[src/rtl/sys_macros.svh]
/*
 * Address map and RAM geometry of the simple system.
 * Included by every RTL module that decodes addresses or sizes the banks.
 */
`ifndef SYS_MACROS_SVH
`define SYS_MACROS_SVH

// RAM region, one bank per kB starting at the base
`define RAM_BASE          32'h0010_0000
`define NUM_RAM_BANKS     4
`define BANK_WORDS        256
`define BANK_BYTES        (`BANK_WORDS * 4)

// Simulation control block, 1 kB region
`define SIMCTRL_BASE      32'h0002_0000
`define SIMCTRL_SIZE      1024

// Register offsets inside the control block
`define SIMCTRL_CHAR_OFS  32'h0
`define SIMCTRL_HALT_OFS  32'h8

`endif

[src/rtl/sys_pkg.sv]
/*
 * Bus structs and host/target enums shared by the system and its testbench.
 */
package sys_pkg;

  // Bus hosts, data port has priority
  typedef enum logic {
    HostD = 1'b0,
    HostI = 1'b1
  } host_e;

  // Target class of a decoded address
  typedef enum logic [1:0] {
    TgtRam     = 2'd0,
    TgtSimCtrl = 2'd1,
    TgtNone    = 2'd2
  } target_e;

  typedef struct packed {
    logic        req;
    logic [31:0] addr;
    logic        we;
    logic [3:0]  be;
    logic [31:0] wdata;
  } host_req_t;

  typedef struct packed {
    logic        gnt;
    logic        rvalid;
    logic [31:0] rdata;
    logic        err;
  } host_rsp_t;

  // Device side only sees the word index within its region
  typedef struct packed {
    logic        req;
    logic [7:0]  idx;
    logic        we;
    logic [3:0]  be;
    logic [31:0] wdata;
  } dev_req_t;

  typedef struct packed {
    logic        rvalid;
    logic [31:0] rdata;
  } dev_rsp_t;

  // Record of a granted request, answered one cycle later
  typedef struct packed {
    logic        valid;
    host_e       host;
    target_e     target;
    logic [2:0]  bank;
  } bus_tag_t;

endpackage

[src/rtl/resp_mux.sv]
/*
 * Response multiplexer: holds the tag of the last grant for one cycle
 * and steers the matching device response, or an error, to its host.
 */
`timescale 1ns/1ps
`include "sys_macros.svh"

module resp_mux import sys_pkg::*; (
  input  logic      clk_i,
  input  logic      rst_i,
  input  bus_tag_t  tag_i,
  input  dev_rsp_t  bank_rsp_i [`NUM_RAM_BANKS],
  input  dev_rsp_t  ctrl_rsp_i,
  output host_rsp_t host_rsp_o [2]
);

  bus_tag_t    tag_q;
  dev_rsp_t    bank_sel;
  logic        rsp_ok;
  logic        rsp_err;
  logic [31:0] rsp_rdata;

  always_ff @(posedge clk_i) begin
    if (rst_i) begin
      tag_q <= '0;
    end else begin
      tag_q <= tag_i;
    end
  end

  // Bank recorded at grant time
  always_comb begin
    bank_sel = '0;
    for (int k = 0; k < `NUM_RAM_BANKS; k++) begin
      if (tag_q.bank == 3'(k)) begin
        bank_sel = bank_rsp_i[k];
      end
    end
  end

  always_comb begin
    case (tag_q.target)
      TgtRam: begin
        rsp_ok    = bank_sel.rvalid;
        rsp_rdata = bank_sel.rdata;
        rsp_err   = 1'b0;
      end
      TgtSimCtrl: begin
        rsp_ok    = ctrl_rsp_i.rvalid;
        rsp_rdata = ctrl_rsp_i.rdata;
        rsp_err   = 1'b0;
      end
      // No device behind this address
      default: begin
        rsp_ok    = 1'b1;
        rsp_rdata = 32'd0;
        rsp_err   = 1'b1;
      end
    endcase
  end

  // gnt is merged in at the top level
  always_comb begin
    for (int h = 0; h < 2; h++) begin
      host_rsp_o[h].gnt    = 1'b0;
      host_rsp_o[h].rvalid = tag_q.valid && rsp_ok && (tag_q.host == host_e'(h));
      host_rsp_o[h].rdata  = rsp_rdata;
      host_rsp_o[h].err    = host_rsp_o[h].rvalid && rsp_err;
    end
  end

endmodule

[config.mk]
export PLATFORM = sky130hd
export DESIGN_NAME = resp_mux
export DESIGN_NICKNAME = d
export VERILOG_FILES = /design/src/rtl/sys_pkg.sv /design/src/rtl/resp_mux.sv
export VERILOG_INCLUDE_DIRS = /design/src /design/src/rtl
export SDC_FILE = /design/constraint.sdc
export NUM_CORES = 1
export LEC_CHECK = 0
export BUFFER_PORTS_ARGS = -buffer_cell sky130_fd_sc_hd__buf_2
export CORE_AREA = 2 2 94 96
export DETAILED_ROUTE_END_ITERATION = 7
export DIE_AREA = 0 0 96 98
export GPL_TIMING_DRIVEN = 0
export PLACE_DENSITY = 0.58
export SYNTH_ARGS = -nofsm -noshare
export SYNTH_HDL_FRONTEND = slang
export SYNTH_SLANG_ARGS = --single-unit
[constraint.sdc]
create_clock -name clk_i -period 1.45 [get_ports clk_i]
set_input_delay 0.145 -clock clk_i [delete_from_list [all_inputs] [get_ports clk_i]]
set_output_delay 0.145 -clock clk_i [all_outputs]
set_load 0.01 [all_outputs]
Word level (Yosys, flattened, before mapping)
Index checks and enable logic that the tools add are counted.
{"block": "totals", "latchBits": 0, "word_cells": 24, "mem_count": 0, "register_bits": 7, "rom_bits": 0, "mem_bits_rw": 0, "out_inout_bits": 70, "inputBits": 174}
{"block": "classes", "n_reduce_logical": 8, "n_div": 0, "magnitude_cmp": 0, "n_addsub": 0, "muxes": 7, "shift": 0, "bitwise": 1, "multipliers": 0, "n_eq_ne": 4}
{"cell": "$mux W33", "count": 4}
{"cell": "$pmux W32 S2", "count": 1}
{"cell": "$eq A3 B2 Y1 const B", "count": 2}
{"cell": "$logic_and A1 B1 Y1", "count": 5}
{"cell": "$eq A3 B1 Y1 const B", "count": 1}
{"cell": "$logic_not A3 Y1", "count": 1}
{"cell": "$eq A2 B1 Y1 const B", "count": 1}
{"cell": "$logic_not A2 Y1", "count": 1}
{"cell": "$pmux W1 S2", "count": 1}
{"cell": "$reduce_or A2 Y1", "count": 1}
{"cell": "$mux W1", "count": 1}
{"cell": "$not A1 Y1", "count": 1}

Depth between registers and ports, before layout
{"block": "logic_depth", "depth_word": 9, "mapped_depth": 5, "depth_no_buf": 3}

Worst setup path before layout
No wires, ideal clock.
{"block": "synth_timing", "kind": "flip-flop to output port", "startpoint": "reg tag_q[0] (netlist bit)", "endpoint": "out host_rsp_o[36] (netlist bit)", "n_path_buf": 3, "path_slack_ns": -0.170, "arrival_ns": 1.475, "stages_incl_launch_ff": 6, "path_cell_list": "dfxtp_1 -> buf_6 -> buf_6 -> mux4_2 -> a22o_1 -> buf_4"}
{"element": "start: declaration", "line": "resp_mux.sv:17", "source": "bus_tag_t tag_q;"}
{"element": "start signal: assignment", "line": "resp_mux.sv:27", "source": "tag_q <= tag_i;"}
{"element": "end: declaration", "line": "resp_mux.sv:14", "source": "output host_rsp_t host_rsp_o [2]"}

==> results.ini <==
[run_status]
status=finished, violations left
violations=negative setup slack

[final_layout]
area_growth_pct=95.60
final_cells=502
fin_area_um2=3223
utilization=0.3807
nets=569
antenna_cells=0
reg_top3=tag_q: 7 flops
largest_register=tag_q
drive_gt1_frac=0.8528
largest_reg_flops=7

[logic_synthesis]
synth_flop_cell=dfxtp_1
ys_seq_area_frac=0.08504
synth_common_cells=buf_4, a22o_1, mux4_2, buf_2, nor2b_1
synthArstFlopShare=0
synth_largest_area_cell=mux4_2
synth-edff-count=0
ys_types=21
yosysMostFrequentCell=buf_4
synth_top_area_frac=0.3827
synth.area.top_cells=mux4_2, a22o_1, buf_4
synthCells=143
avgSynthCellArea_um2=11.52
netlist_area_um2=1648
synth.ff_latch_count=7
ys.warnings.count=0

[routing]
wl_um=7391
viasPerCell=4.398
ant_nets=0
wire_per_inst_um=14.72
dr.first_iter.drc_count=35
num_vias=2208
drtPass1Iterations=4
drc=0

[floorplan]
core-area_um2=8466
die_w_um=96
die_area_um2=9408
dieHeight_um=98
start_util=0.1946
rows=34
ios=244

[grt]
antenna_found_initial=0
grt_max_degree=11
first_global_vias=2239
grt_pass1_wl_um=10870
grt_overflow=0
track_usage=0.1451

[power]
power_density_nw_per_um2=512.3
peakVddDrop_mv=0.4278
leakage_nw=1.759
power_mw=1.651

[worst_setup_path]
cp_max_fo=10
endpoint_kind=output pin
cp_data_required_time_ns=1.31
cp.arrival_ns=1.83
startpoint_type=flop
critical_path_class=reg2out

[clock_tree]
clock-sinks=7
cts_made_buffers=3
path_clk_slew_ns=0.04
cts_max_path_buffers=2
cts_max_level=1
cts_root_buffer=clkbuf_8
cts_tree=yes

[place]
place_area_um2=3035
port_buffers=241
gp_congestion=0.8376
placed_cells=493
hpwl_um=6447
pre_cts_ws_ns=-0.4596

[timing]
finalHoldViolations=0
fin_setup_tns_ns=-28.46
fin_crit_sh=1.362
slew_violations=0
rsz0062_at_grt=yes
hold_slack_ns=0.1342
worst_slack_ns=-0.5243
setup_viol=66
period_minus_slack_ns=1.974
max_freq_ghz=0.5065

[worst_hold_path]
hold_start=tag_i[2]
holdPathEnd=tag_q[2]
whs_path_depth=2
min_path_type=in2reg

[flow_run]
drv_cap=0

-- worst max path at each step --
stage / start / end / slack, ns / cells past startpoint
2_1_floorplan: tag_q[0] / host_rsp_o[45] / -0.15 / 5
3_3_place_gp: tag_q[3] / host_rsp_o[53] / -0.48 / 6
3_5_place_dp: tag_q[3] / host_rsp_o[64] / -0.46 / 6
4_1_cts: tag_q[0] / host_rsp_o[67] / -0.55 / 6
5_1_grt: tag_q[0] / host_rsp_o[67] / -0.59 / 6
6_report: tag_q[0] / host_rsp_o[67] / -0.52 / 6
-- report_power, final --
| part | total [mW] | internal, mW | leakage (nW) | switching [mW] |
|---|---|---|---|---|
| Clock | 0.264 | 0.189 | 0.0228 | 0.0751 |
| Sequential | 0.212 | 0.204 | 0.0586 | 0.00770 |
| Combinational | 1.17 | 0.712 | 1.68 | 0.463 |
-- per-layer routing --
| metal | GRT usage | up-vias | routed length, um |
|---|---|---|---|
| li1 | - | 1052 | - |
| met1 | 0.1815 | 1041 | 2912 |
| met3 | 0.01620 | 2 | 588 |
| met2 | 0.2682 | 113 | 3869 |
| met4 | 0.02088 | 0 | 20 |
| met5 | 0 | - | 0 |
-- logic make-up (layout without fill, tap and decap cells) --
logic type,count (synthesis),after routing,share of synthesized area
simple gates,16,16,0.05618
compound gates,35,35,0.1807
buf+inv,50,300,0.2164
other cells,1,2,0.002276
mux,34,34,0.4594
flops,7,7,0.08504
-- worst max-delay path: stages (launching register included) --
cell	delay (ns)
dfxtp_2	0.33
buf_12	0.14
buf_12	0.15
mux4_2	0.50
a22o_1	0.22
buf_4	0.13
buf_2	0.13
-- area by class of cell --
type                       instances  area, um2
buffer                            49      412.9
clock buffer                       4      45.04
fill                             892       5243
inverter                           1      3.754
multi-input combinational         87       1157
sequential                         7      141.4
tap                              108      135.1
timing repair buffer             246       1328
-- repair_timing --
action,4_1_cts,5_1_grt
hold buffers,0,0
cloned,1,0
hold endpoints to repair,0,0
endpoints found under the setup margin,66,66
gates resized for setup,23,5
buffers inserted,1,3
pin swaps,2,4
-- cells in the final DEF (no fill, tap or decap), drive strengths merged --
cell type and count:
buf 292, mux4 32, a22o 32, nor2b 8, dfxtp 7, clkbuf 7
nor2 3, a31oi 2, conb 2, nor3 1, a21oi 1, mux2i 1
or4 1, mux2 1, nand3 1, nand2b 1, inv 1, nand2 1
Note: power is estimated with default switching activity, not from simulation.
