`src/rtl/sys_macros.svh`:
```
/*
 * Address map and RAM geometry of the simple system.
 * Included by every RTL module that decodes addresses or sizes the banks.
 */
`ifndef SYS_MACROS_SVH
`define SYS_MACROS_SVH

// RAM region, one bank per kB starting at the base
`define RAM_BASE          32'h0010_0000
`define NUM_RAM_BANKS     4
`define BANK_WORDS        256
`define BANK_BYTES        (`BANK_WORDS * 4)

// Simulation control block, 1 kB region
`define SIMCTRL_BASE      32'h0002_0000
`define SIMCTRL_SIZE      1024

// Register offsets inside the control block
`define SIMCTRL_CHAR_OFS  32'h0
`define SIMCTRL_HALT_OFS  32'h8

`endif

```
`src/rtl/sys_pkg.sv`:
```
/*
 * Bus structs and host/target enums shared by the system and its testbench.
 */
package sys_pkg;

  // Bus hosts, data port has priority
  typedef enum logic {
    HostD = 1'b0,
    HostI = 1'b1
  } host_e;

  // Target class of a decoded address
  typedef enum logic [1:0] {
    TgtRam     = 2'd0,
    TgtSimCtrl = 2'd1,
    TgtNone    = 2'd2
  } target_e;

  typedef struct packed {
    logic        req;
    logic [31:0] addr;
    logic        we;
    logic [3:0]  be;
    logic [31:0] wdata;
  } host_req_t;

  typedef struct packed {
    logic        gnt;
    logic        rvalid;
    logic [31:0] rdata;
    logic        err;
  } host_rsp_t;

  // Device side only sees the word index within its region
  typedef struct packed {
    logic        req;
    logic [7:0]  idx;
    logic        we;
    logic [3:0]  be;
    logic [31:0] wdata;
  } dev_req_t;

  typedef struct packed {
    logic        rvalid;
    logic [31:0] rdata;
  } dev_rsp_t;

  // Record of a granted request, answered one cycle later
  typedef struct packed {
    logic        valid;
    host_e       host;
    target_e     target;
    logic [2:0]  bank;
  } bus_tag_t;

endpackage

```
`src/rtl/bus_arbiter.sv`:
```
/*
 * Fixed-priority arbiter and address decoder for the two bus hosts.
 * Grants combinationally, fans the request out to one device and tags it.
 */
`timescale 1ns/1ps
`include "sys_macros.svh"

module bus_arbiter import sys_pkg::*; (
  input  logic      clk_i,
  input  logic      rst_i,
  input  host_req_t host_req_i [2],
  output logic      host_gnt_o [2],
  output dev_req_t  bank_req_o [`NUM_RAM_BANKS],
  output dev_req_t  ctrl_req_o,
  output bus_tag_t  tag_o
);

  localparam logic [31:0] RamBase     = `RAM_BASE;
  localparam logic [31:0] RamSpan     = `NUM_RAM_BANKS * `BANK_BYTES;
  localparam logic [31:0] SimCtrlBase = `SIMCTRL_BASE;

  host_e       win_host;
  host_req_t   win_req;
  logic [31:0] ram_ofs;
  logic [2:0]  bank_idx;
  target_e     tgt;
  dev_req_t    fwd;

  // Clock and reset only reach the bound protocol checks
  logic unused_clk_rst;
  assign unused_clk_rst = clk_i ^ rst_i;

  // Data port always beats instruction port
  always_comb begin
    if (host_req_i[HostD].req) begin
      win_host = HostD;
    end else begin
      win_host = HostI;
    end
    win_req = host_req_i[win_host];
  end

  // Address decode of the winning request
  always_comb begin
    ram_ofs  = win_req.addr - RamBase;
    bank_idx = ram_ofs[12:10];
    if (win_req.addr >= RamBase && ram_ofs < RamSpan) begin
      tgt = TgtRam;
    end else if (win_req.addr[31:10] == SimCtrlBase[31:10]) begin
      tgt = TgtSimCtrl;
    end else begin
      tgt = TgtNone;
    end
  end

  // Word index is the same for every device
  always_comb begin
    fwd.req   = win_req.req;
    fwd.idx   = win_req.addr[9:2];
    fwd.we    = win_req.we;
    fwd.be    = win_req.be;
    fwd.wdata = win_req.wdata;
  end

  always_comb begin
    host_gnt_o[HostD] = host_req_i[HostD].req;
    host_gnt_o[HostI] = host_req_i[HostI].req && !host_req_i[HostD].req;
  end

  // Only the selected device sees req
  always_comb begin
    for (int k = 0; k < `NUM_RAM_BANKS; k++) begin
      bank_req_o[k]     = fwd;
      bank_req_o[k].req = fwd.req && (tgt == TgtRam) && (bank_idx == 3'(k));
    end
    ctrl_req_o     = fwd;
    ctrl_req_o.req = fwd.req && (tgt == TgtSimCtrl);
  end

  // Unmapped accesses are tagged too, resp_mux answers them with err
  always_comb begin
    tag_o.valid  = win_req.req;
    tag_o.host   = win_host;
    tag_o.target = tgt;
    if (tgt == TgtRam) begin
      tag_o.bank = bank_idx;
    end else begin
      tag_o.bank = 3'd0;
    end
  end

endmodule

```
`config.mk`:
```
export PLATFORM = sky130hd
export DESIGN_NAME = bus_arbiter
export DESIGN_NICKNAME = d
export VERILOG_FILES = /design/src/rtl/sys_pkg.sv /design/src/rtl/bus_arbiter.sv
export VERILOG_INCLUDE_DIRS = /design/src /design/src/rtl
export SDC_FILE = /design/constraint.sdc
export NUM_CORES = 1
export LEC_CHECK = 0
export BUFFER_PORTS_ARGS = -buffer_cell sky130_fd_sc_hd__buf_4
export CAP_MARGIN = 30
export CORE_AREA = 2 2 149 151
export DETAILED_ROUTE_END_ITERATION = 6
export DIE_AREA = 0 0 151 153
export PLACE_DENSITY = 0.35
export SLEW_MARGIN = 20
export SYNTH_ARGS = -nofsm -noshare
export SYNTH_HDL_FRONTEND = slang
export SYNTH_SLANG_ARGS = --single-unit
export TNS_END_PERCENT = 5
```
`constraint.sdc`:
```
create_clock -name vclk -period 5.2
set_input_delay 0.78 -clock vclk [all_inputs]
set_output_delay 0.78 -clock vclk [all_outputs]
set_load 0.005 [all_outputs]
```
# ---- Word level (Yosys, flattened, before mapping)
# Cells that the tools add are included.
dict set report word_totals {
  regBits 0
  latch_bits 0
  mem_bits_rw 0
  romBits 0
  elab_cells 28
  memories 0
}
dict set report classes {
  add_sub_neg 1
  mul 0
  div_mod_pow 0
  magnitude_cmp 3
  n_eq_ne 5
  shifts 0
  mux 7
  n_bitwise 1
  reduce_logical 11
}
# cell count
set ops {}
lappend ops {{$mux W70} 3}
lappend ops {{$ge A32 B21 Y1 const B} 1}
lappend ops {{$lt A32 B13 Y1 const B} 1}
lappend ops {{$sub A32 B21 Y32 const B} 1}
lappend ops {{$eq A22 B8 Y1 const B} 1}
lappend ops {{$logic_and A1 B1 Y1} 8}
lappend ops {{$eq A3 B2 Y1 const B} 2}
lappend ops {{$mux W2} 2}
lappend ops {{$eq A3 B1 Y1 const B} 1}
lappend ops {{$logic_not A3 Y1} 1}
lappend ops {{$mux W3} 1}
lappend ops {{$eq A2 B1 Y1 const B} 1}
lappend ops {{$ge A2 B2 Y1 const B} 1}
lappend ops {{$logic_not A2 Y1} 1}
lappend ops {{$not A1 Y2} 1}
lappend ops {{$logic_not A1 Y1} 1}
lappend ops {{$mux W1} 1}

# ---- Depth between registers and ports, before layout
dict set report depth {
  word_depth 12
  ltp_mapped 6
}

# ---- Worst setup path before layout
# No wires, ideal clock.
dict set report synth_timing {
  path_kind {input to output}
  startpoint {in host_req_i[126] (netlist bit)}
  endpoint {out bank_req_o[91] (netlist bit)}
  t_arrival_ps 2100
  setup_slack_ps 2320
  stages 4
  path_cell_list {or4b_1 -> o22a_1 -> a2111oi_4 -> nor3b_2}
}
# item line
set synth_lines {}
lappend synth_lines {{start, declared} bus_arbiter.sv:11} ;# input host_req_t host_req_i [2],
lappend synth_lines {{end, declared} bus_arbiter.sv:13} ;# output dev_req_t bank_req_o [`NUM_RAM_BANKS],

==> results.cfg <==
[outcome]
status = finished, final reports clean

[synthesis]
syn_inst = 283
synth_fp_nets = 425
synth_top_cell_by_area = buf_4
synth.top_cell.area_share = 0.609
synth_area_per_cell_um2 = 7.98
synth_cell_types = 29
yosys_warnings = 0
seq_area_frac_synth = 0
synth_area_leaders = buf_4 61%, mux2_2 23%, nor4b_1 1.6%, and3_1 1.4%, nor4_1 1.4%
syn-cell-area_mm2 = 0.00226

[floorplan]
die_width_um = 151
dieArea_mm2 = 0.0231
fp.coreArea_mm2 = 0.0215
die_height_um = 153
io_pins = 381
start_util = 0.105
rows = 54

[layout]
diodes = 0
nFlopsAndLatches = 0
ff_latch_area_um2 = 0
clkbuf_count = 0
area_growth_pct = 78.1
num-nets-final = 612
utilization = 0.187
drive_gt1_frac = 0.910

[route]
drc = 0
vias_per_cell = 3.20
drt_iter0_markers = 35
ant_nets = 0
wl_per_cell_um = 12.2
drt_pass1_iterations = 3
dr_total_vias = 2393
wirelength_um = 9090

[setup_path]
critPathSlowestCell = or4b_1
crit_top_cell = buf_4
slowest_delay_ps = 490
cp-end-kind = output port
worstPathRequired_ps = 4420
crit_chain = buf_4 -> or4b_1 -> o22a_1 -> a2111oi_4 -> nor3b_2 -> buf_4
critical_path.startpoint_type = primary input
path_max_fanout = 47
crit_type = in -> out
critPathArrivalTime_ps = 2790

[clocking]
cts_resized = 0
cts_setup_buffers = 0
hold_buffers = 0

[timing]
tns_ps = 0
finalCritPeriodShare = 0.687
hold_viol_final = 0
max_freq_ghz = 0.280
rsz0062_at_grt = false
worstMarginPinSlew_ps = 582
maxSlewViolCount = 0
slew_headroom = 0.612
setup_viol = 0
hold_slack_ps = 1890
fin_crit_ps = 3570

[global_route]
grt_pass1_vias = 2067
grt_pass1_wl_um = 11500
grt-ovfl-total = 0
antenna_found_initial = 0
grt_usage = 0.0628
grt_max_degree = 48

[job]
max_cap_viol_count = 0

[place]
place_congestion = 0.722
dp_hpwl_um = 8210
port_buffers = 374

[power]
peakVddDrop_mv = 0.0237
power.density_mw_per_mm2 = 96.4
power_leakage_nw = 2.09

[min_path]
hold_class = in -> out
-- routing by layer --
metal  track usage  routed length [um]  up-vias
met4       0.00134                  21        0
met1        0.0656                2960     1070
li1              -                   -     1123
met5             0                   0        -
met3       0.00627                1030        2
met2         0.136                5080      198
-- per-stage QoR --
| step | instance area (um2) | total power [W] | instances | setup WS (ps) |
|---|---|---|---|---|
| floorplan | 2260 | 0.000242 | 283 | 2320 |
| finish | 4020 | 0.000387 | 748 | 1630 |
| CTS | 4020 | 0.000395 | 748 | 1500 |
| detailed placement | 4020 | 0.000394 | 748 | 1490 |
| global route | 4020 | 0.000417 | 748 | 1390 |
| global placement | 4020 | 0.000395 | 748 | 1500 |
-- cell families after synthesis --
| group | share of synthesized area |
|---|---|
| AOI/OAI and AO/OA | 0.0377 |
| buffers and inverters | 0.626 |
| muxes | 0.243 |
| other | 0.00166 |
| and+or+nand+nor | 0.0909 |
-- layout by cell type (no fill, tap or decap) --
cell type,netlist,layout
a32oi_1,1,1
o21ai_0,1,1
o22a_1,1,1
conb_1,1,1
a21oi_1,1,1
nor4_1,5,5
mux2_2,47,47
nor3_1,2,2
o21ai_1,1,1
inv_1,3,3
a211oi_2,1,1
nor4bb_1,1,1
nor2b_1,3,3
a2111oi_4,1,1
nand2_1,2,2
o22ai_1,2,2
and3_1,5,5
nor3b_1,1,1
or4b_1,1,1
nor4b_1,4,4
mux2i_1,2,2
or4_1,1,1
or2_2,1,1
buf_4,183,375
and2_1,1,1
nor2_1,3,3
nor3b_2,1,1
-- worst paths after layout --
path / start / to / slack, ps / cells after the start
setup / recovery: host_req_i[139] / bank_req_o[91] / 1630 / 6
hold / removal: host_req_i[69] / tag_o[6] / 1890 / 3
-- report_power, final --
group | internal (W) | leakage [nW] | switching, W
Combinational | 0.000252 | 2.09 | 0.000135
Sequential | 0 | 0 | 0
Clock | 0 | 0 | 0
-- layout make-up --
type	count	area [um2]
Tap cell	280	350
Timing Repair Buffer	375	2820
Multi-Input combinational cell	90	843
Fill cell	2421	17500
Inverter	3	11.3
-- synth_stat cells (all sizes together) --
| library cell | number |
|---|---|
| a2111oi | 1 |
| a211oi | 1 |
| a21oi | 1 |
| a32oi | 1 |
| and2 | 1 |
| and3 | 5 |
| buf | 190 |
| conb | 1 |
| inv | 3 |
| mux2 | 47 |
| mux2i | 2 |
| nand2 | 2 |
| nor2 | 3 |
| nor2b | 3 |
| nor3 | 2 |
| nor3b | 2 |
| nor4 | 5 |
| nor4b | 4 |
| nor4bb | 1 |
| o21ai | 2 |
| o22a | 1 |
| o22ai | 2 |
| or2 | 1 |
| or4 | 1 |
| or4b | 1 |
-- critical path: cells and delay by family --
kind / cells / cell delay (ps)
compound gates: 2 / 710
buf+inv: 2 / 570
simple gates: 2 / 710
Power figures use the tool's default switching activity.
