File: config.mk
export PLATFORM = sky130hd
export DESIGN_NAME = sim_ctrl
export DESIGN_NICKNAME = d
export VERILOG_FILES = /design/src/rtl/sys_pkg.sv /design/src/rtl/sim_ctrl.sv
export VERILOG_INCLUDE_DIRS = /design/src /design/src/rtl
export SDC_FILE = /design/constraint.sdc
export NUM_CORES = 1
export LEC_CHECK = 0
export BUFFER_PORTS_ARGS = -buffer_cell sky130_fd_sc_hd__buf_2
export CORE_MARGIN = 1
export CORE_UTILIZATION = 40
export DETAILED_ROUTE_END_ITERATION = 8
export HOLD_SLACK_MARGIN = 0.12
export PLACE_DENSITY = 0.76
export SYNTH_ARGS = -nofsm -noshare
export SYNTH_HDL_FRONTEND = slang
export SYNTH_SLANG_ARGS = --single-unit
File: constraint.sdc
create_clock -name clk_i -period 1.9 [get_ports clk_i]
set_input_delay 0.475 -clock clk_i [delete_from_list [all_inputs] [get_ports clk_i]]
set_output_delay 0.475 -clock clk_i [all_outputs]
set_load 0.005 [all_outputs]
File: src/rtl/sys_macros.svh
/*
 * Address map and RAM geometry of the simple system.
 * Included by every RTL module that decodes addresses or sizes the banks.
 */
`ifndef SYS_MACROS_SVH
`define SYS_MACROS_SVH

// RAM region, one bank per kB starting at the base
`define RAM_BASE          32'h0010_0000
`define NUM_RAM_BANKS     4
`define BANK_WORDS        256
`define BANK_BYTES        (`BANK_WORDS * 4)

// Simulation control block, 1 kB region
`define SIMCTRL_BASE      32'h0002_0000
`define SIMCTRL_SIZE      1024

// Register offsets inside the control block
`define SIMCTRL_CHAR_OFS  32'h0
`define SIMCTRL_HALT_OFS  32'h8

`endif

File: src/rtl/sys_pkg.sv
/*
 * Bus structs and host/target enums shared by the system and its testbench.
 */
package sys_pkg;

  // Bus hosts, data port has priority
  typedef enum logic {
    HostD = 1'b0,
    HostI = 1'b1
  } host_e;

  // Target class of a decoded address
  typedef enum logic [1:0] {
    TgtRam     = 2'd0,
    TgtSimCtrl = 2'd1,
    TgtNone    = 2'd2
  } target_e;

  typedef struct packed {
    logic        req;
    logic [31:0] addr;
    logic        we;
    logic [3:0]  be;
    logic [31:0] wdata;
  } host_req_t;

  typedef struct packed {
    logic        gnt;
    logic        rvalid;
    logic [31:0] rdata;
    logic        err;
  } host_rsp_t;

  // Device side only sees the word index within its region
  typedef struct packed {
    logic        req;
    logic [7:0]  idx;
    logic        we;
    logic [3:0]  be;
    logic [31:0] wdata;
  } dev_req_t;

  typedef struct packed {
    logic        rvalid;
    logic [31:0] rdata;
  } dev_rsp_t;

  // Record of a granted request, answered one cycle later
  typedef struct packed {
    logic        valid;
    host_e       host;
    target_e     target;
    logic [2:0]  bank;
  } bus_tag_t;

endpackage

File: src/rtl/sim_ctrl.sv
/*
 * Simulation control device: character output, character count and halt flag.
 * Any read returns the count in bits 7:0 and halt in bit 8.
 */
`timescale 1ns/1ps
`include "sys_macros.svh"

module sim_ctrl import sys_pkg::*; (
  input  logic       clk_i,
  input  logic       rst_i,
  input  dev_req_t   req_i,
  output dev_rsp_t   rsp_o,
  output logic       char_valid_o,
  output logic [7:0] char_o,
  output logic       halt_o
);

  localparam logic [7:0] CharIdx = 8'(`SIMCTRL_CHAR_OFS >> 2);
  localparam logic [7:0] HaltIdx = 8'(`SIMCTRL_HALT_OFS >> 2);

  logic        char_wr;
  logic        halt_wr;
  logic        char_valid_q;
  logic [7:0]  char_q;
  logic [7:0]  count_q;
  logic        halt_q;
  logic        rvalid_q;
  logic [31:0] rdata_q;

  assign char_wr = req_i.req && req_i.we && (req_i.idx == CharIdx) && req_i.be[0];
  assign halt_wr = req_i.req && req_i.we && (req_i.idx == HaltIdx) && (|req_i.wdata);

  always_ff @(posedge clk_i) begin
    if (rst_i) begin
      char_valid_q <= 1'b0;
      count_q      <= 8'd0;
      halt_q       <= 1'b0;
      rvalid_q     <= 1'b0;
    end else begin
      char_valid_q <= char_wr;
      rvalid_q     <= req_i.req;
      if (char_wr) begin
        count_q <= count_q + 8'd1;
      end
      // Sticky until reset
      if (halt_wr) begin
        halt_q <= 1'b1;
      end
    end
  end

  // Character byte and status word
  always_ff @(posedge clk_i) begin
    if (char_wr) begin
      char_q <= req_i.wdata[7:0];
    end
    if (req_i.req) begin
      rdata_q <= {23'd0, halt_q, count_q};
    end
  end

  assign rsp_o.rvalid = rvalid_q;
  assign rsp_o.rdata  = rdata_q;
  assign char_valid_o = char_valid_q;
  assign char_o       = char_q;
  assign halt_o       = halt_q;

endmodule

# Word-level counts from Yosys, hierarchy flattened
# Index checks and enable logic that the tools add are counted.
[word_totals]
regBits = 28
inputBits = 48
out_inout_bits = 43
word_cells = 15
[op_classes]
add_sub_neg = 1
eq_ne = 1
n_reduce_logical = 7
[ops]
columns = ["operator", "n"]
rows = [
  ["$reduce_or A32 Y1", 1],
  ["$add A8 B1 Y8 const B", 1],
  ["$eq A8 B2 Y1 const B", 1],
  ["$logic_not A8 Y1", 1],
  ["$logic_and A1 B1 Y1", 5],
]

# Longest topological paths before layout
# Gate-level depths: netlist of the first run.
[logic_depth]
ltp_word = 3
ltp_mapped = 5
depth_no_buf = 4

# Worst setup path after synthesis of the first run
# No wires, ideal clock.
[synth_path]
path_kind = "in2reg"
from = "in req_i[37] in the netlist's numbering"
to = "reg char_q[0] (netlist: char_o[0]), enable pin"
setup_ns = 0.324
t_arrival_ns = 1.329
required_time_ns = 1.576
setup_slack_ns = 0.247
stages = 4
path_buffers = 1
cell_sequence = "nor4b_4 > nand4_2 > buf_2 > inv_1"
[synth_via]
elab_chain_len = 3
[synth_rtl]
columns = ["item", "line", "text"]
rows = [
  ["start, declared", "sim_ctrl.sv:11", "input dev_req_t req_i,"],
  ["$logic_not A8 Y1", "sim_ctrl.sv:30", "assign char_wr = req_i.req && req_i.we && (req_i.idx == CharIdx) && req_i.be[0];"],
  ["$logic_and A1 B1 Y1 (2 in series)", "sim_ctrl.sv:30", ""],
  ["named net char_wr", "sim_ctrl.sv:21", "logic char_wr;"],
  ["end signal, assigned", "sim_ctrl.sv:55", "char_q <= req_i.wdata[7:0];"],
  ["end, declared", "sim_ctrl.sv:24", "logic [7:0] char_q;"],
]
# The timed path passes the listed nets, and every way through them passes these cells.
# A chain may end at the register's enable or synchronous reset.

# Final worst setup path of the first run
# Ends and elaborated chain as after synthesis.

==> results.yml, run 1 <==
drt:
  first_iter_violations: 17
  firstDrtPassIters: 4
  viasPerCell: 4.64
  ant_nets: 0
  wl_per_cell_um: 10.9
  routed-via-count: 1017
  drc: 0
  wl_um: 2400
clock_network:
  cts_resized: 0
  tritoncts: "built"
  cts_buffer_depth: 2
  root_buffer: "clkbuf_4"
  hold_buffers: 0
  clock_latency_ns: 0.32
  clock_sinks: 28
  path_clk_slew_ns: 0.13
  htree_levels: 1
  cts_buffers: 3
  cts_setup_buffers: 0
worst_setup_path:
  critPathLaunchType: "input port"
  worst-path-buf-inv: 2
  r2r_setup_slack_ns: 0.57
  critical_path.slowest_cell: "inv_1"
  cpPeakStageDelay_ns: 0.36
  startpoint: "req_i[37]"
  worstPathCellList: "buf_2 -> nor4b_4 -> nand4_2 -> inv_1"
  cp_top_family: "simple AND/OR/NAND/NOR gates"
  cp.arrival_ns: 1.63
  critPathCaptureType: "flip-flop"
  critical_path_class: "input port to flip-flop"
  cp_max_fo: 14
  worstPathRequired_ns: 1.91
  r2r_start: "halt_o$_SDFFE_PP0P_"
placement:
  gp_congestion: 0.787
  port_buffers: 64
  placed_area_mm2: 0.00156
  place_hpwl_um: 1980
  dp_cells: 215
  pre_cts_ws_ns: -0.0655
status:
  outcome: "complete, no violations"
floorplanning:
  fp.dieH_um: 58.4
  die_x_um: 58.4
  ios: 91
  core_mm2: 0.00303
  fp-row-count: 20
  initial_core_util_pct: 42.0
  dieArea_mm2: 0.00341
synthesis:
  ys_warn_count: 0
  yosysSeqAreaShare_pct: 57.5
  synth_cells: 108
  synth_area_leaders: "edfxtp_1, dfxtp_1, buf_4"
  avgSynthCellArea_um2: 11.8
  synth_area_leader_cell: "edfxtp_1"
  ys_ff_latch: 28
  syn_area_mm2: 0.00127
  netlist.area_leader.share_pct: 40.2
  synth.distinct_cells: 27
global_route:
  grt_pass1_wl_um: 3730
  first_global_vias: 898
  antenna_found_initial: 0
  grt_max_degree: 16
  grt_remaining_overflow: 0
  grtUsageTotal_pct: 14.3
sta:
  setup_violations: 0
  finalHoldViolCount: 0
  fin_crit_sh_pct: 85.1
  rsz0062_at_grt: "no"
  setup_tns_ns: 0
  worst_slack_ns: 0.284
  report.final.slew_viol_count: 0
  fmax_mhz: 619
  clock_skew_ns: 0.00362
  final.min_clock_period_ns: 1.62
pwr:
  p_leak_uw: 0.000704
  power_density_mw_per_mm2: 617
  vdd_drop_max_v: 0.000324
  power.total_uw: 980
run:
  drv_cap: 0
finish:
  fillCellCount: 282
  area_delta_synth_final_pct: 25.0
  drive_above_1_share_pct: 41.7
  instances_no_fill: 219
  antennaDiodeCount: 0
  final_common_cell: "buf_2"
  nets: 225
  postLayoutCellArea_mm2: 0.00159
  final_cell_mix: "buf_2, conb_1, edfxtp_1, dfxtp_1, nor4_1"
worst_hold_path:
  hp-start: "req_i[2]"
  hp-class: "input port to flip-flop"
==> area by class of cell <==
type	instances	area, µm²	share of cell area, %
inverter	2	7.51	0.472
tap	44	55.1	3.46
timing repair buffer	67	343	21.6
sequential	28	731	46.0
multi-input combinational	74	427	26.9
clock buffer	4	26.3	1.65
==> Yosys cell counts <==
master / count
nor2_1: 2
nand3_1: 2
or3_1: 6
edfxtp_1: 17
o21ai_1: 4
and2_1: 1
buf_4: 24
buf_2: 1
xor2_1: 1
nand4_2: 1
nand4_1: 2
nor4b_4: 1
dfxtp_1: 11
a21oi_1: 7
nor4_4: 1
and4_1: 2
or4_1: 1
nor4_1: 8
a41oi_1: 1
nand2_1: 5
a211oi_1: 1
clkbuf_1: 1
nor2b_1: 2
ha_1: 1
conb_1: 1
o21ai_0: 2
inv_1: 2
==> path summary, 6_finish.rpt <==
path,endpoint,cells past startpoint
worst max-delay path,char_o[0]$_DFFE_PP_,4
worst min-delay path,char_o[2]$_DFFE_PP_,1
worst min register to register,rdata_q[7]$_DFFE_PP_,0
worst max register to register,halt_o$_SDFFE_PP0P_,4
==> worst register-to-register path, stage by stage, from the launching register on <==
cell and delay, ns:
dfxtp_1 0.37, nor4_1 0.35, nand4_1 0.13, nor4_1 0.27, a211oi_1 0.11
==> sequential cells by signal (all words and copies together) (netlist names) <==
signal        flops
char_o            8
char_valid_o      1
count_q           8
halt_o            1
rdata_q           9
rvalid_q          1
==> logic make-up after synthesis <==
| logic type | synth area share [%] |
|---|---|
| compound gates | 6.40 |
| xor+xnor | 0.689 |
| fa+ha+maj | 0.984 |
| buf+inv | 15.5 |
| flops | 57.5 |
| other cells | 0.295 |
| simple gates | 18.7 |
==> per-stage QoR <==
step / utilization (%) / hold WS, ns
floorplan: - / 0.420
global placement: 51.6 / 0.433
detailed placement: 51.6 / 0.441
CTS: 52.5 / 0.325
global route: 52.5 / 0.326
finish: 52.5 / 0.335
==> report_power, final <==
group | internal (µW) | total, µW | switching, µW
Combinational | 44.7 | 89.9 | 45.2
Sequential | 650 | 651 | 1.65
Clock | 82.2 | 239 | 156
Total | 776 | 980 | 203
==> layer usage <==
| layer | routed length, µm | global-route usage (%) | vias to the layer above |
|---|---|---|---|
| li1 | - | - | 488 |
| met1 | 942 | 16.4 | 462 |
| met2 | 1230 | 26.8 | 62 |
| met3 | 177 | 1.10 | 5 |
| met4 | 40 | 7.14 | 0 |
| met5 | 0 | 0 | - |
Power figures use the tool's default switching activity.
==> inputs of run 2 (changes only) <==
Settings changed: MAX_ROUTING_LAYER set to met4, TNS_END_PERCENT set to 20.
Clock period 1.9 ns to 1.6 ns, I/O delays scaled along.
==> run 2 against run 1 <==
Effect of this change: sequential share of layout area is 0.92 points lower; total power is 23% higher; routed wire length decreased by 2.2%; die area is the same; register-to-register slack got worse by 0.29 ns; cell count is 1.4% higher; global-route usage rose by 0.36 points; critical path depth up 1; sequential power up 19%; non-clock buffer count up 3; critical endpoint is now count_q[3]$_SDFFE_PP0P_; largest power group unchanged.
==> results.yml, run 2 (same netlist as run 1, synthesis figures left out) <==
global_route:
  grt_remaining_overflow: 0
  grt_pass1_wl_um: 3720
  antenna_found_initial: 0
  grtUsageTotal_pct: 14.7
  grt_max_degree: 16
  first_global_vias: 875
drt:
  wl_um: 2340
  routed-via-count: 1031
  drc: 0
  first_iter_violations: 12
  wl_per_cell_um: 10.5
  firstDrtPassIters: 4
  ant_nets: 0
  viasPerCell: 4.64
floorplanning:
  ios: 91
  fp.dieH_um: 58.4
  core_mm2: 0.00303
  dieArea_mm2: 0.00341
  die_x_um: 58.4
  initial_core_util_pct: 42.0
  fp-row-count: 20
pwr:
  combPwrFrac_pct: 8.8
  power_switching_uw: 240
  pwr-share-clk_pct: 27.0
  power_density_mw_per_mm2: 742
  p_leak_uw: 0.000725
  p_int_uw: 964
  switching_share_pct: 19.9
  vdd_drop_max_v: 0.000265
  p_seq_share_pct: 64.2
placement:
  gp_congestion: 0.799
  placed_area_mm2: 0.00159
  port_buffers: 64
  place_hpwl_um: 1910
  pre_cts_ws_ns: -0.227
clock_network:
  tritoncts: "built"
  clock_sinks: 28
  cts_buffers: 3
  cts_buffer_depth: 2
  htree_levels: 1
  hold_buffers: 0
  cts_resized: 0
  root_buffer: "clkbuf_4"
  path_clk_slew_ns: 0.14
  cts_setup_buffers: 0
  clock_latency_ns: 0.32
worst_setup_path:
  cp.arrival_ns: 1.74
  critical_path_class: "input port to flip-flop"
  r2r_setup_slack_ns: 0.28
  r2r-end: "count_q[7]$_SDFFE_PP0P_"
  cpPeakStageDelay_ns: 0.44
  critPathLaunchType: "input port"
  worstPathRequired_ns: 1.85
  critPathCaptureType: "flip-flop"
  worstPathCellList: "buf_2 -> nor4_4 -> nand4_2 -> or3_1 -> a21oi_1"
  cp_top_family: "simple AND/OR/NAND/NOR gates"
  r2r_start: "count_q[2]$_SDFFE_PP0P_"
  r2r_cells: 4
  worst-path-buf-inv: 1
  cp_max_fo: 14
  critical_path.slowest_cell: "or3_1"
sta:
  report.final.slew_viol_count: 0
  fmax_mhz: 669
  setup_tns_ns: 0
  fin_crit_sh_pct: 93.4
  finalHoldViolCount: 0
  clock_skew_ns: 0.00883
  setup_violations: 0
  worst_slack_ns: 0.105
  final.min_clock_period_ns: 1.49
  rsz0062_at_grt: "no"
worst_hold_path:
  hold_depth: 1
  min_delay_worst_endpoint: "char_o[1]$_DFFE_PP_"
  hp-class: "input port to flip-flop"
  hp-start: "req_i[1]"
finish:
  regMostFlops: "rdata_q"
  antennaDiodeCount: 0
  largest_reg_flops: 9
  postLayoutCellArea_mm2: 0.00162
  nets: 228
  fillCellCount: 277
  area_delta_synth_final_pct: 27.6
  final_common_cell: "buf_2"
  final_cell_mix: "buf_2, conb_1, edfxtp_1, dfxtp_1, nor4_1"
  drive_above_1_share_pct: 43.3
  fin_util_pct: 53.6
run:
  drv_cap: 0
status:
  outcome: "complete, no violations"
run 2: cell types whose count changed in the layout (fill, tap and decap cells not counted):
cell      previous run  this run
buf_4                3         6
clkbuf_1             1         0
clkbuf_8             0         1
run 2: cell type report:
cell class,count,area [µm²],share of cell area [%]
Clock buffer,4,36.3,2.24
Sequential cell,28,731,45.1
Timing Repair Buffer,70,365,22.5
Tap cell,44,55.1,3.40
Inverter,2,7.51,0.463
Multi-Input combinational cell,74,427,26.3
run 2: worst register-to-register path: cells and delay by family, from the launching register on:
| family | cells | cell delay, ns |
|---|---|---|
| compound gates | 1 | 0.14 |
| flops | 1 | 0.45 |
| simple gates | 3 | 0.67 |
run 2: metrics by stage:
stage          instances  power (µW)  hold WS (ns)
6_report             222        1200         0.258
5_1_grt              222        1250         0.244
4_1_cts              222        1220         0.253
3_5_place_dp         218         896         0.443
3_3_place_gp         218         892         0.433
2_1_floorplan        130         860         0.420
run 2: worst max path at each step:
stage,startpoint,endpoint,cells past startpoint,slack [ns]
global placement,req_i[42],count_q[4]$_SDFFE_PP0P_,5,-0.17
detailed placement,req_i[42],count_q[3]$_SDFFE_PP0P_,5,-0.23
global route,req_i[37],count_q[3]$_SDFFE_PP0P_,5,0.008
CTS,req_i[42],count_q[3]$_SDFFE_PP0P_,5,0.11
finish,req_i[42],count_q[3]$_SDFFE_PP0P_,5,0.11
floorplan,req_i[37],char_o[0]$_DFFE_PP_,4,0.02
run 2: layer usage:
| metal | GRT usage (%) | routed length [µm] | vias up |
|---|---|---|---|
| met2 | 26.3 | 1200 | 59 |
| li1 | - | - | 493 |
| met5 | - | 0 | - |
| met3 | 0.659 | 160 | 4 |
| met1 | 16.7 | 942 | 475 |
| met4 | 7.48 | 39 | 0 |
run 2: power groups by stage:
stage          clock network (µW)  registers, µW  logic [µW]
2_1_floorplan                   0            792        67.9
3_3_place_gp                    0            789         103
3_5_place_dp                    0            790         106
4_1_cts                       337            774         106
5_1_grt                       361            774         120
6_report                      325            773         106
